`config.mk`:
```
export PLATFORM = sky130hd
export DESIGN_NAME = pwm_bank
export DESIGN_NICKNAME = d
export VERILOG_FILES = /design/src/pwm_bus_pkg.sv /design/src/pwm_core_pkg.sv /design/src/periph_bus_if.sv /design/src/pwm_bank.sv /design/src/pwm_channel.sv /design/src/pwm_generator.sv
export SDC_FILE = /design/constraint.sdc
export NUM_CORES = 1
export LEC_CHECK = 0
export BUFFER_PORTS_ARGS = -buffer_cell sky130_fd_sc_hd__clkbuf_2
export CORE_UTILIZATION = 25
export CTS_BUF_LIST = sky130_fd_sc_hd__clkbuf_4
export CTS_CLUSTER_DIAMETER = 150
export CTS_CLUSTER_SIZE = 16
export DETAILED_ROUTE_END_ITERATION = 12
export SLEW_MARGIN = 40
export SYNTH_ARGS = -nofsm -noshare
export SYNTH_HDL_FRONTEND = slang
export SYNTH_HIERARCHICAL = 1
export SYNTH_SLANG_ARGS = --single-unit
```
`constraint.sdc`:
```
create_clock -name clk -period 3.2 [get_ports clk]
set_clock_uncertainty 0.1 [all_clocks]
set_input_delay 0.16 -clock clk [delete_from_list [all_inputs] [get_ports clk]]
set_output_delay 0.16 -clock clk [all_outputs]
set_load 0.02 [all_outputs]
```
`src/pwm_bus_pkg.sv`:
```
// peripheral bus package: bus widths, default window base and register select codes
package pwm_bus_pkg;

    localparam int addr_width = 16;     // processor address space
    localparam int data_width = 8;      // bus data and register width

    // first address of the PWM window on the peripheral bus
    localparam logic [addr_width-1:0] default_base_addr = 16'hFF1A;

    // register offset inside one channel's two-address window
    typedef enum logic [0:0] {
        reg_period = 1'b0,              // counter wrap value
        reg_duty   = 1'b1               // high cycles per period
    } reg_sel_e;

endpackage

```
`src/pwm_core_pkg.sv`:
```
// PWM core package: counter width and generator output modes
package pwm_core_pkg;

    // counter runs over the full register range
    localparam int count_width = pwm_bus_pkg::data_width;

    // output mode, derived from duty against period
    //   mode_off  - duty is zero, output held low
    //   mode_run  - duty within 1..period, normal PWM
    //   mode_full - duty above period, output held high
    typedef enum logic [1:0] {
        mode_off  = 2'd0,
        mode_run  = 2'd1,
        mode_full = 2'd2
    } pwm_mode_e;

endpackage

```
`src/periph_bus_if.sv`:
```
// peripheral bus interface: one channel's view of the processor's memory-mapped bus
interface periph_bus_if;

    logic                                select;    // bus enable from the top
    logic [pwm_bus_pkg::addr_width-1:0]  addr;
    logic [pwm_bus_pkg::data_width-1:0]  data_in;
    logic                                write_en;
    logic [pwm_bus_pkg::data_width-1:0]  data_out;  // zero when not addressed

    // bank side, fans the top-level bus out
    modport host (
        output select, addr, data_in, write_en,
        input  data_out
    );

    // channel side
    modport device (
        input  select, addr, data_in, write_en,
        output data_out
    );

endinterface

```
`src/pwm_bank.sv`:
```
// PWM bank: decodes one bus window holding channel_count PWM channels and merges their reads
module pwm_bank #(
    parameter logic [pwm_bus_pkg::addr_width-1:0] base_addr     = pwm_bus_pkg::default_base_addr,
    parameter int unsigned                        channel_count = 2
) (
    input  logic                                clk,
    input  logic                                reset,
    input  logic                                enable,
    input  logic [pwm_bus_pkg::addr_width-1:0]  addr,
    input  logic [pwm_bus_pkg::data_width-1:0]  data_in,
    input  logic                                write_en,
    output logic [pwm_bus_pkg::data_width-1:0]  data_out,
    output logic [channel_count-1:0]            pwm_out
);

    // read data of each channel, zero when not addressed
    logic [pwm_bus_pkg::data_width-1:0] chan_data [channel_count];

    for (genvar i = 0; i < channel_count; i++)
    begin : gen_chan
        // two registers per channel, packed one after the other
        localparam logic [pwm_bus_pkg::addr_width-1:0] chan_base =
            base_addr + pwm_bus_pkg::addr_width'(2 * i);

        periph_bus_if bus_if ();

        assign bus_if.select   = enable;
        assign bus_if.addr     = addr;
        assign bus_if.data_in  = data_in;
        assign bus_if.write_en = write_en;
        assign chan_data[i]    = bus_if.data_out;

        pwm_channel #(
            .base_addr (chan_base)
        ) i_pwm_channel (
            .clk     (clk),
            .reset   (reset),
            .bus     (bus_if.device),
            .pwm_out (pwm_out[i])
        );
    end

    // at most one channel matches, so an OR is enough as read mux
    always_comb
    begin
        data_out = '0;
        for (int k = 0; k < channel_count; k++)
        begin
            data_out = data_out | chan_data[k];
        end
    end

endmodule

```
`src/pwm_channel.sv`:
```
// PWM channel with period and duty registers on the peripheral bus driving one generator
module pwm_channel #(
    parameter logic [pwm_bus_pkg::addr_width-1:0] base_addr = pwm_bus_pkg::default_base_addr
) (
    input  logic         clk,
    input  logic         reset,
    periph_bus_if.device bus,
    output logic         pwm_out
);

    logic [pwm_bus_pkg::addr_width-1:0] addr_offset;
    logic                               hit;
    pwm_bus_pkg::reg_sel_e              reg_sel;

    logic [pwm_bus_pkg::data_width-1:0] period_reg;
    logic [pwm_bus_pkg::data_width-1:0] duty_reg;

    // addresses below base wrap to a large offset and miss
    assign addr_offset = bus.addr - base_addr;
    assign hit         = bus.select && (addr_offset < 2);
    assign reg_sel     = pwm_bus_pkg::reg_sel_e'(addr_offset[0]);

    // register writes at the clock edge
    always_ff @(posedge clk)
    begin
        if (!reset)
        begin
            period_reg <= '0;
            duty_reg   <= '0;
        end
        else if (hit && bus.write_en)
        begin
            case (reg_sel)
                pwm_bus_pkg::reg_period: period_reg <= bus.data_in;
                pwm_bus_pkg::reg_duty:   duty_reg   <= bus.data_in;
            endcase
        end
    end

    // combinational read is zero unless this channel is addressed
    always_comb
    begin
        bus.data_out = '0;
        if (hit)
        begin
            case (reg_sel)
                pwm_bus_pkg::reg_period: bus.data_out = period_reg;
                pwm_bus_pkg::reg_duty:   bus.data_out = duty_reg;
            endcase
        end
    end

    pwm_generator i_pwm_generator (
        .clk        (clk),
        .reset      (reset),
        .period_max (period_reg),
        .duty       (duty_reg),
        .pwm_out    (pwm_out)
    );

endmodule

```
`src/pwm_generator.sv`:
```
// PWM generator: period counter with change restart, mode decode and registered output
module pwm_generator (
    input  logic                                 clk,
    input  logic                                 reset,
    input  logic [pwm_core_pkg::count_width-1:0] period_max,
    input  logic [pwm_core_pkg::count_width-1:0] duty,
    output logic                                 pwm_out
);

    pwm_core_pkg::pwm_mode_e mode;

    logic [pwm_core_pkg::count_width-1:0] count;
    logic [pwm_core_pkg::count_width-1:0] prev_period;
    logic [pwm_core_pkg::count_width-1:0] prev_duty;
    logic                                 changed;
    logic                                 out_next;

    // mode from the current register values
    always_comb
    begin
        if (duty == '0)
        begin
            mode = pwm_core_pkg::mode_off;
        end
        else if (duty > period_max)
        begin
            mode = pwm_core_pkg::mode_full;  // never reaches duty, stay high
        end
        else
        begin
            mode = pwm_core_pkg::mode_run;
        end
    end

    // inputs one cycle back, for change detection
    always_ff @(posedge clk)
    begin
        if (!reset)
        begin
            prev_period <= '0;
            prev_duty   <= '0;
        end
        else
        begin
            prev_period <= period_max;
            prev_duty   <= duty;
        end
    end

    assign changed = (period_max != prev_period) || (duty != prev_duty);

    // counter runs 0..period_max, so one period is period_max + 1 cycles
    always_ff @(posedge clk)
    begin
        if (!reset)
        begin
            count <= '0;
        end
        else if (changed || count == period_max)
        begin
            count <= '0;                     // restart after a register write
        end
        else
        begin
            count <= count + 1'b1;
        end
    end

    always_comb
    begin
        case (mode)
            pwm_core_pkg::mode_full: out_next = 1'b1;
            pwm_core_pkg::mode_run:  out_next = (count < duty);  // duty cycles high
            default:                 out_next = 1'b0;
        endcase
    end

    // registered output, lags the mode by one cycle
    always_ff @(posedge clk)
    begin
        if (!reset)
        begin
            pwm_out <= 1'b0;
        end
        else
        begin
            pwm_out <= out_next;
        end
    end

endmodule

```
* After elaboration in Yosys (flattened, before gate mapping) *
Cells that the tools add are included.

word-level totals
  memories kept = 0
  output and inout port bits = 10
  input bits = 28
  register bits after elaboration = 82
  ROM bits = 0
  bits in latches = 0
  bits in writable memories = 0
  logic and storage cells = 62

operators by class
  shifts and indexed selects = 0
  reduce and logical (&&, ||, !) cells = 16
  magnitude comparators = 6
  equality and inequality tests = 10
  add/sub/neg operators = 4
  multiply operators = 0
  muxes and demuxes = 10
  divide/modulo/power cells = 0
  bitwise operators = 4

operators with widths
  cell                      number
  $lt A16 B2 Y1 const B     2
  $ne A8 B8 Y1              4
  $pmux W8 S2               2
  $sub A16 B16 Y16 const B  2
  $add A8 B1 Y8 const B     2
  $eq A8 B8 Y1              2
  $gt A8 B8 Y1              2
  $logic_not A8 Y1          2
  $lt A8 B8 Y1              2
  $mux W8                   2
  $mux W2                   4
  $or A8 B8 Y8              1
  $reduce_and A2 Y1         4
  $eq A2 B1 Y1 const B      2
  $eq A2 B2 Y1 const B      2
  $logic_and A1 B1 Y1       4
  $logic_or A1 B1 Y1        4
  $pmux W1 S2               2
  $reduce_or A2 Y1          2
  $not A1 Y1                3

* Longest topological paths before layout *
  depth after elaboration = 5
  mapped depth = 8
  gate-level depth less buffers = 8

* Cells and area by module *
The synthesis kept the hierarchy.

by module, submodules not included
  module                                   instances  area each (um^2)  seq. area each (um^2)  cells an instance
  pwm_generator                            2          1392.6            500.5                  151
  pwm_channel (gen_chan[0].i_pwm_channel)  1          1081.0            320.3                  112
  pwm_channel (gen_chan[1].i_pwm_channel)  1          858.3             320.3                  92
  pwm_bank                                 1          50.0              0.0                    8

* Worst setup path after synthesis *
Ideal clock, no wire load.

  kind = input -> output
  start point = input port addr[7] (netlist bit)
  end point = output port data_out[0] (netlist bit)
  arrival = 1.906 ns
  data required time = 2.940 ns
  setup slack = 1.034 ns
  buffers on the path = 0
  stages on the path = 6
  path through = or3_4 or4_4 a2111oi_4 o221ai_2 nor2_1 or2_1

between the ends
  longest elaborated chain between the ends = 5
  elaborated cells between the ends (all ways) = 9
  classes of those cells = add/sub: 2; order compare: 2; mux: 2; bitwise: 1; reduce/logical: 2

RTL lines
  element                                    line                text
  start, declared                            pwm_bank.sv:9       input logic [pwm_bus_pkg::addr_width-1:0] addr,
  $sub A16 B16 Y16                           pwm_channel.sv:19   assign addr_offset = bus.addr - base_addr;
  $lt A16 B2 Y1                              pwm_channel.sv:20   assign hit = bus.select && (addr_offset < 2);
  $logic_and A1 B1 Y1                        pwm_channel.sv:20
  $mux W8                                    pwm_channel.sv:44   if (hit)
  via gen_chan[0].bus_if.data_out (one bit)  periph_bus_if.sv:8  logic [pwm_bus_pkg::data_width-1:0] data_out;
  $or A8 B8 Y8                               pwm_bank.sv:49      data_out = data_out | chan_data[k];
  end, declared                              pwm_bank.sv:12      output logic [pwm_bus_pkg::data_width-1:0] data_out,

The timed path passes the listed nets, and every way through them passes these cells.

* Worst setup path in the final report *
  start point = input port addr[7] (netlist bit)
  end point = output port data_out[2] (netlist bit)

The elaborated chain is that of the path after synthesis.

==> flow_metrics.tcl <==
set metrics [dict create \
    dp.cells 776 \
    cts_buffers 9 \
    drt-initial-drc-count 167 \
    combPwrFrac_pct 5.6 \
    clk_latency_ps 440 \
    synth-seq-cells 82 \
    dp_wirelength_um 8250 \
    asyncSetResetFlopFracSynth_pct 0 \
    rrSetupSlack_ps 1070 \
    multiplexer_area_fraction_after_synthesis_pct 10.6 \
    clock_sinks 82 \
    yosys_warnings 6 \
    floorplan.die.width_um 140 \
    setup_repair_after_global_routing_missed_its_margin "false" \
    synth-edff-count 0 \
    drcViolationCount 0 \
    io_buffers 37 \
    slowest_stage "sky130_fd_sc_hd__or4_4" \
    pwr-share-clk_pct 42.4 \
    switchingPower_mw 0.420 \
    core_box_area_sq_um 18700 \
    hold_path.class "input port to flop" \
    cts_root_buf "sky130_fd_sc_hd__clkbuf_4" \
    power_density_nw_per_um2 358 \
    route.final.wire_length_um 11000 \
    dieArea_sq_um 19700 \
    worst_pin_slew_ps 658 \
    groute.usage.overall_pct 11.8 \
    relative_area_change_from_synthesis_to_final_layout_pct 14.9 \
    layout.cells.non_filler 800 \
    synth_simple_gate_area_share_pct 22.5 \
    path_delay_family "simple AND/OR/NAND/NOR gates" \
    top_level_ports 38 \
    internal_power_mw 1.54 \
    post_synth_xor_area_fraction_pct 11.0 \
    nets_finish 622 \
    setup_violations 0 \
    clk_path_buf_depth 2 \
    grt_start_max_net_pins 76 \
    setup.worst_path.start_class "input port" \
    timing.max_cap.violations 0 \
    hold_path_depth 2 \
    synth_area_sq_um 4770 \
    synth_compound_gate_area_share_pct 8.86 \
    vias 3705 \
    p_leak_nw 2.30 \
    first_pass_iters 4 \
    cp_data_arrival_time_ps 2320 \
    wire_length_of_the_first_global_routing_pass_um 18300 \
    reg2reg_from "gen_chan[0].i_pwm_channel/duty_reg[7]" \
    synth_top_family_by_area "simple AND/OR/NAND/NOR gates" \
    htreeDepth 3 \
    critPathMaxStageDelay_ps 530 \
    critical_path.endpoint_type "output pin" \
    synth.yosys.seq_area_share_pct 34.4 \
    cp-startpoint "addr[7]" \
    design_area_sq_um 5480 \
    globalRouteOverflowTotal 0 \
    rr_worst_depth 5 \
    row_count 50 \
    clock_transition_at_path_regs_ps 110 \
    crit_path_max_fanout 8 \
    postSynthAreaPerCell_sq_um 9.29 \
    tritoncts_clock_tree "yes" \
    synth_adder_area_share_pct 8.65 \
    totalNegativeSetupSlack_ps 0 \
    place.gp.congestion 0.848 \
    die_h_um 140 \
    grt_pass1_vias 3469 \
    antenna_left 0 \
    swShare_pct 21.4 \
    crit_cells 8 \
    drive_above_1_share_pct 12.4 \
    max_clock_freq_mhz 387 \
    initial_antenna_violation_count 1 \
    endpoint "data_out[2]" \
    ys_dominant_reg_cell "sky130_fd_sc_hd__dfxtp_1" \
    status "finished clean" \
    worstPathBufferInverterCount 2 \
    seq_power_share_pct 52.0 \
    floorplan.initialDensity_pct 25.5 \
    final-hold-violation-count 0 \
    finalMaxSlewViolations 0 \
    synth_cell_type_count 53 \
    timing.critical_path.mode_cell "sky130_fd_sc_hd__clkbuf_2" \
    worst_ir_drop_vdd_uv 127 \
    period_share_pct 80.7 \
    worst_ep_required_time_ps 2940 \
    crit_chain "clkbuf_2 > or3_4 > or4_4 > a2111oi_4 > o221ai_2 > nor2_1 > or2_1 > clkbuf_2" \
    post_synth_inst_count 514 \
    placed_cell_area_sq_um 5200 \
    avgRoutedWirePerCell_um 13.8 \
    avgViaCountPerCell 4.63 \
    slew_headroom_pct 56.1 \
    synthesis.nets 575 \
    layout_min_cycle_time_ps 2580 \
    critPathKind "input port to output pin" \
]
power by group through the flow:
| stage | registers, mW | clock network, mW | logic (mW) |
|---|---|---|---|
| after floorplan | 1.04 | 0 | 0.0585 |
| after global placement | 1.04 | 0 | 0.100 |
| after detailed placement | 1.04 | 0 | 0.0999 |
| after CTS | 1.02 | 0.855 | 0.109 |
| after global routing | 1.02 | 0.897 | 0.118 |
| final | 1.02 | 0.833 | 0.109 |
synthesized netlist by cell type, types with 2 or more instances:
| cell type | instances | area [sq um] |
|---|---|---|
| sky130_fd_sc_hd__dfxtp_1 | 82 | 1640 |
| sky130_fd_sc_hd__nand2_1 | 54 | 203 |
| sky130_fd_sc_hd__mux2i_1 | 49 | 490 |
| sky130_fd_sc_hd__xnor2_1 | 46 | 403 |
| sky130_fd_sc_hd__nor2_1 | 39 | 146 |
| sky130_fd_sc_hd__inv_1 | 35 | 131 |
| sky130_fd_sc_hd__and2_1 | 33 | 206 |
| sky130_fd_sc_hd__ha_1 | 33 | 413 |
| sky130_fd_sc_hd__nand4_1 | 15 | 93.8 |
| sky130_fd_sc_hd__xor2_1 | 14 | 123 |
| sky130_fd_sc_hd__a21oi_1 | 13 | 65.1 |
| sky130_fd_sc_hd__nand3_1 | 9 | 45.0 |
| sky130_fd_sc_hd__and3_1 | 8 | 50.1 |
| sky130_fd_sc_hd__o21ai_0 | 8 | 40.0 |
| sky130_fd_sc_hd__or2_1 | 8 | 50.1 |
| sky130_fd_sc_hd__nor4_1 | 6 | 37.5 |
| sky130_fd_sc_hd__clkbuf_1 | 4 | 15.0 |
| sky130_fd_sc_hd__nand4b_1 | 4 | 35.0 |
| sky130_fd_sc_hd__buf_2 | 3 | 15.0 |
| sky130_fd_sc_hd__nor2b_1 | 3 | 18.8 |
| sky130_fd_sc_hd__o2111a_1 | 3 | 33.8 |
| sky130_fd_sc_hd__o221ai_1 | 3 | 26.3 |
| sky130_fd_sc_hd__a21boi_0 | 2 | 15.0 |
| sky130_fd_sc_hd__a21o_1 | 2 | 15.0 |
| sky130_fd_sc_hd__dlygate4sd3_1 | 2 | 20.0 |
| sky130_fd_sc_hd__nor3_1 | 2 | 10.0 |
| sky130_fd_sc_hd__o2111ai_1 | 2 | 17.5 |
| sky130_fd_sc_hd__o2111ai_4 | 2 | 52.6 |
| sky130_fd_sc_hd__o211ai_1 | 2 | 15.0 |
| sky130_fd_sc_hd__o31a_1 | 2 | 17.5 |
| sky130_fd_sc_hd__or2b_1 | 2 | 15.0 |
| sky130_fd_sc_hd__or4_1 | 2 | 15.0 |
| sky130_fd_sc_hd__or4_4 | 2 | 22.5 |
worst reg2reg max path, cell delays in order, from the launching register on:
cell	delay, ps
sky130_fd_sc_hd__dfxtp_1	510
sky130_fd_sc_hd__xor2_1	130
sky130_fd_sc_hd__nor4_1	310
sky130_fd_sc_hd__o2111ai_1	150
sky130_fd_sc_hd__or4_1	710
sky130_fd_sc_hd__nor2_1	150
cell type report:
class	instances	area, sq um
Tap cell	234	293
Clock inverter	5	128
Sequential cell	82	1640
Multi-Input combinational cell	387	2940
Inverter	35	131
Fill cell	1982	13200
Clock buffer	10	75.1
Timing Repair Buffer	46	273
Antenna cell	1	2.50
what timing repair did:
item,4_1_cts,5_1_grt
hold endpoints to repair,32,0
gates resized for setup,0,0
setup buffers,0,0
hold buffers,8,0
placed cells by master (no fill, tap or decap), types with 4 or more instances in the layout:
cell type	count
sky130_fd_sc_hd__dfxtp_1	82
sky130_fd_sc_hd__nand2_1	54
sky130_fd_sc_hd__mux2i_1	49
sky130_fd_sc_hd__xnor2_1	46
sky130_fd_sc_hd__nor2_1	39
sky130_fd_sc_hd__clkbuf_2	37
sky130_fd_sc_hd__inv_1	35
sky130_fd_sc_hd__and2_1	33
sky130_fd_sc_hd__ha_1	33
sky130_fd_sc_hd__nand4_1	15
sky130_fd_sc_hd__xor2_1	14
sky130_fd_sc_hd__a21oi_1	13
sky130_fd_sc_hd__clkbuf_4	10
sky130_fd_sc_hd__nand3_1	9
sky130_fd_sc_hd__or2_1	8
sky130_fd_sc_hd__and3_1	8
sky130_fd_sc_hd__o21ai_0	8
sky130_fd_sc_hd__dlygate4sd3_1	8
sky130_fd_sc_hd__nor4_1	6
sky130_fd_sc_hd__bufinv_16	4
sky130_fd_sc_hd__nand4b_1	4
logic make-up (layout without fill, tap and decap cells):
group,Yosys count,in the layout
other,0,1
buffers and inverters,45,96
flip-flops,82,82
XOR/XNOR,60,60
AND/OR/NAND/NOR,198,198
AO/OA/AOI/OAI,46,46
adder cells (fa/ha/maj),33,33
multiplexers,50,50
through the flow:
step	utilization, %	power [mW]	hold WS (ps)	worst slack (ps)
finish	29.3	1.96	47.3	617
global route	29.3	2.04	23.0	526
CTS	29.3	1.98	13.0	640
detailed placement	27.8	1.14	348	649
global placement	27.8	1.14	345	699
floorplan	-	1.10	187	1030
how the worst min path moves through the flow:
stage | start | end | slack [ps]
floorplan | reset | flop | 190
global placement | data_in[7] | gen_chan[0].i_pwm_channel/duty_reg[7] | 340
detailed placement | data_in[6] | gen_chan[0].i_pwm_channel/period_reg[6] | 350
CTS | reset | flop | 10
global route | reset | flop | 20
finish | reset | flop | 50
routing by layer:
| layer | GRT usage [%] | vias up | share of wire (%) |
|---|---|---|---|
| met5 | 0 | - | 0 |
| met4 | 5.32 | 0 | 1.6 |
| met2 | 17.2 | 77 | 42 |
| met3 | 1.50 | 12 | 4.7 |
| met1 | 17.1 | 1752 | 52 |
| li1 | - | 1864 | - |
Power figures use the tool's default switching activity.
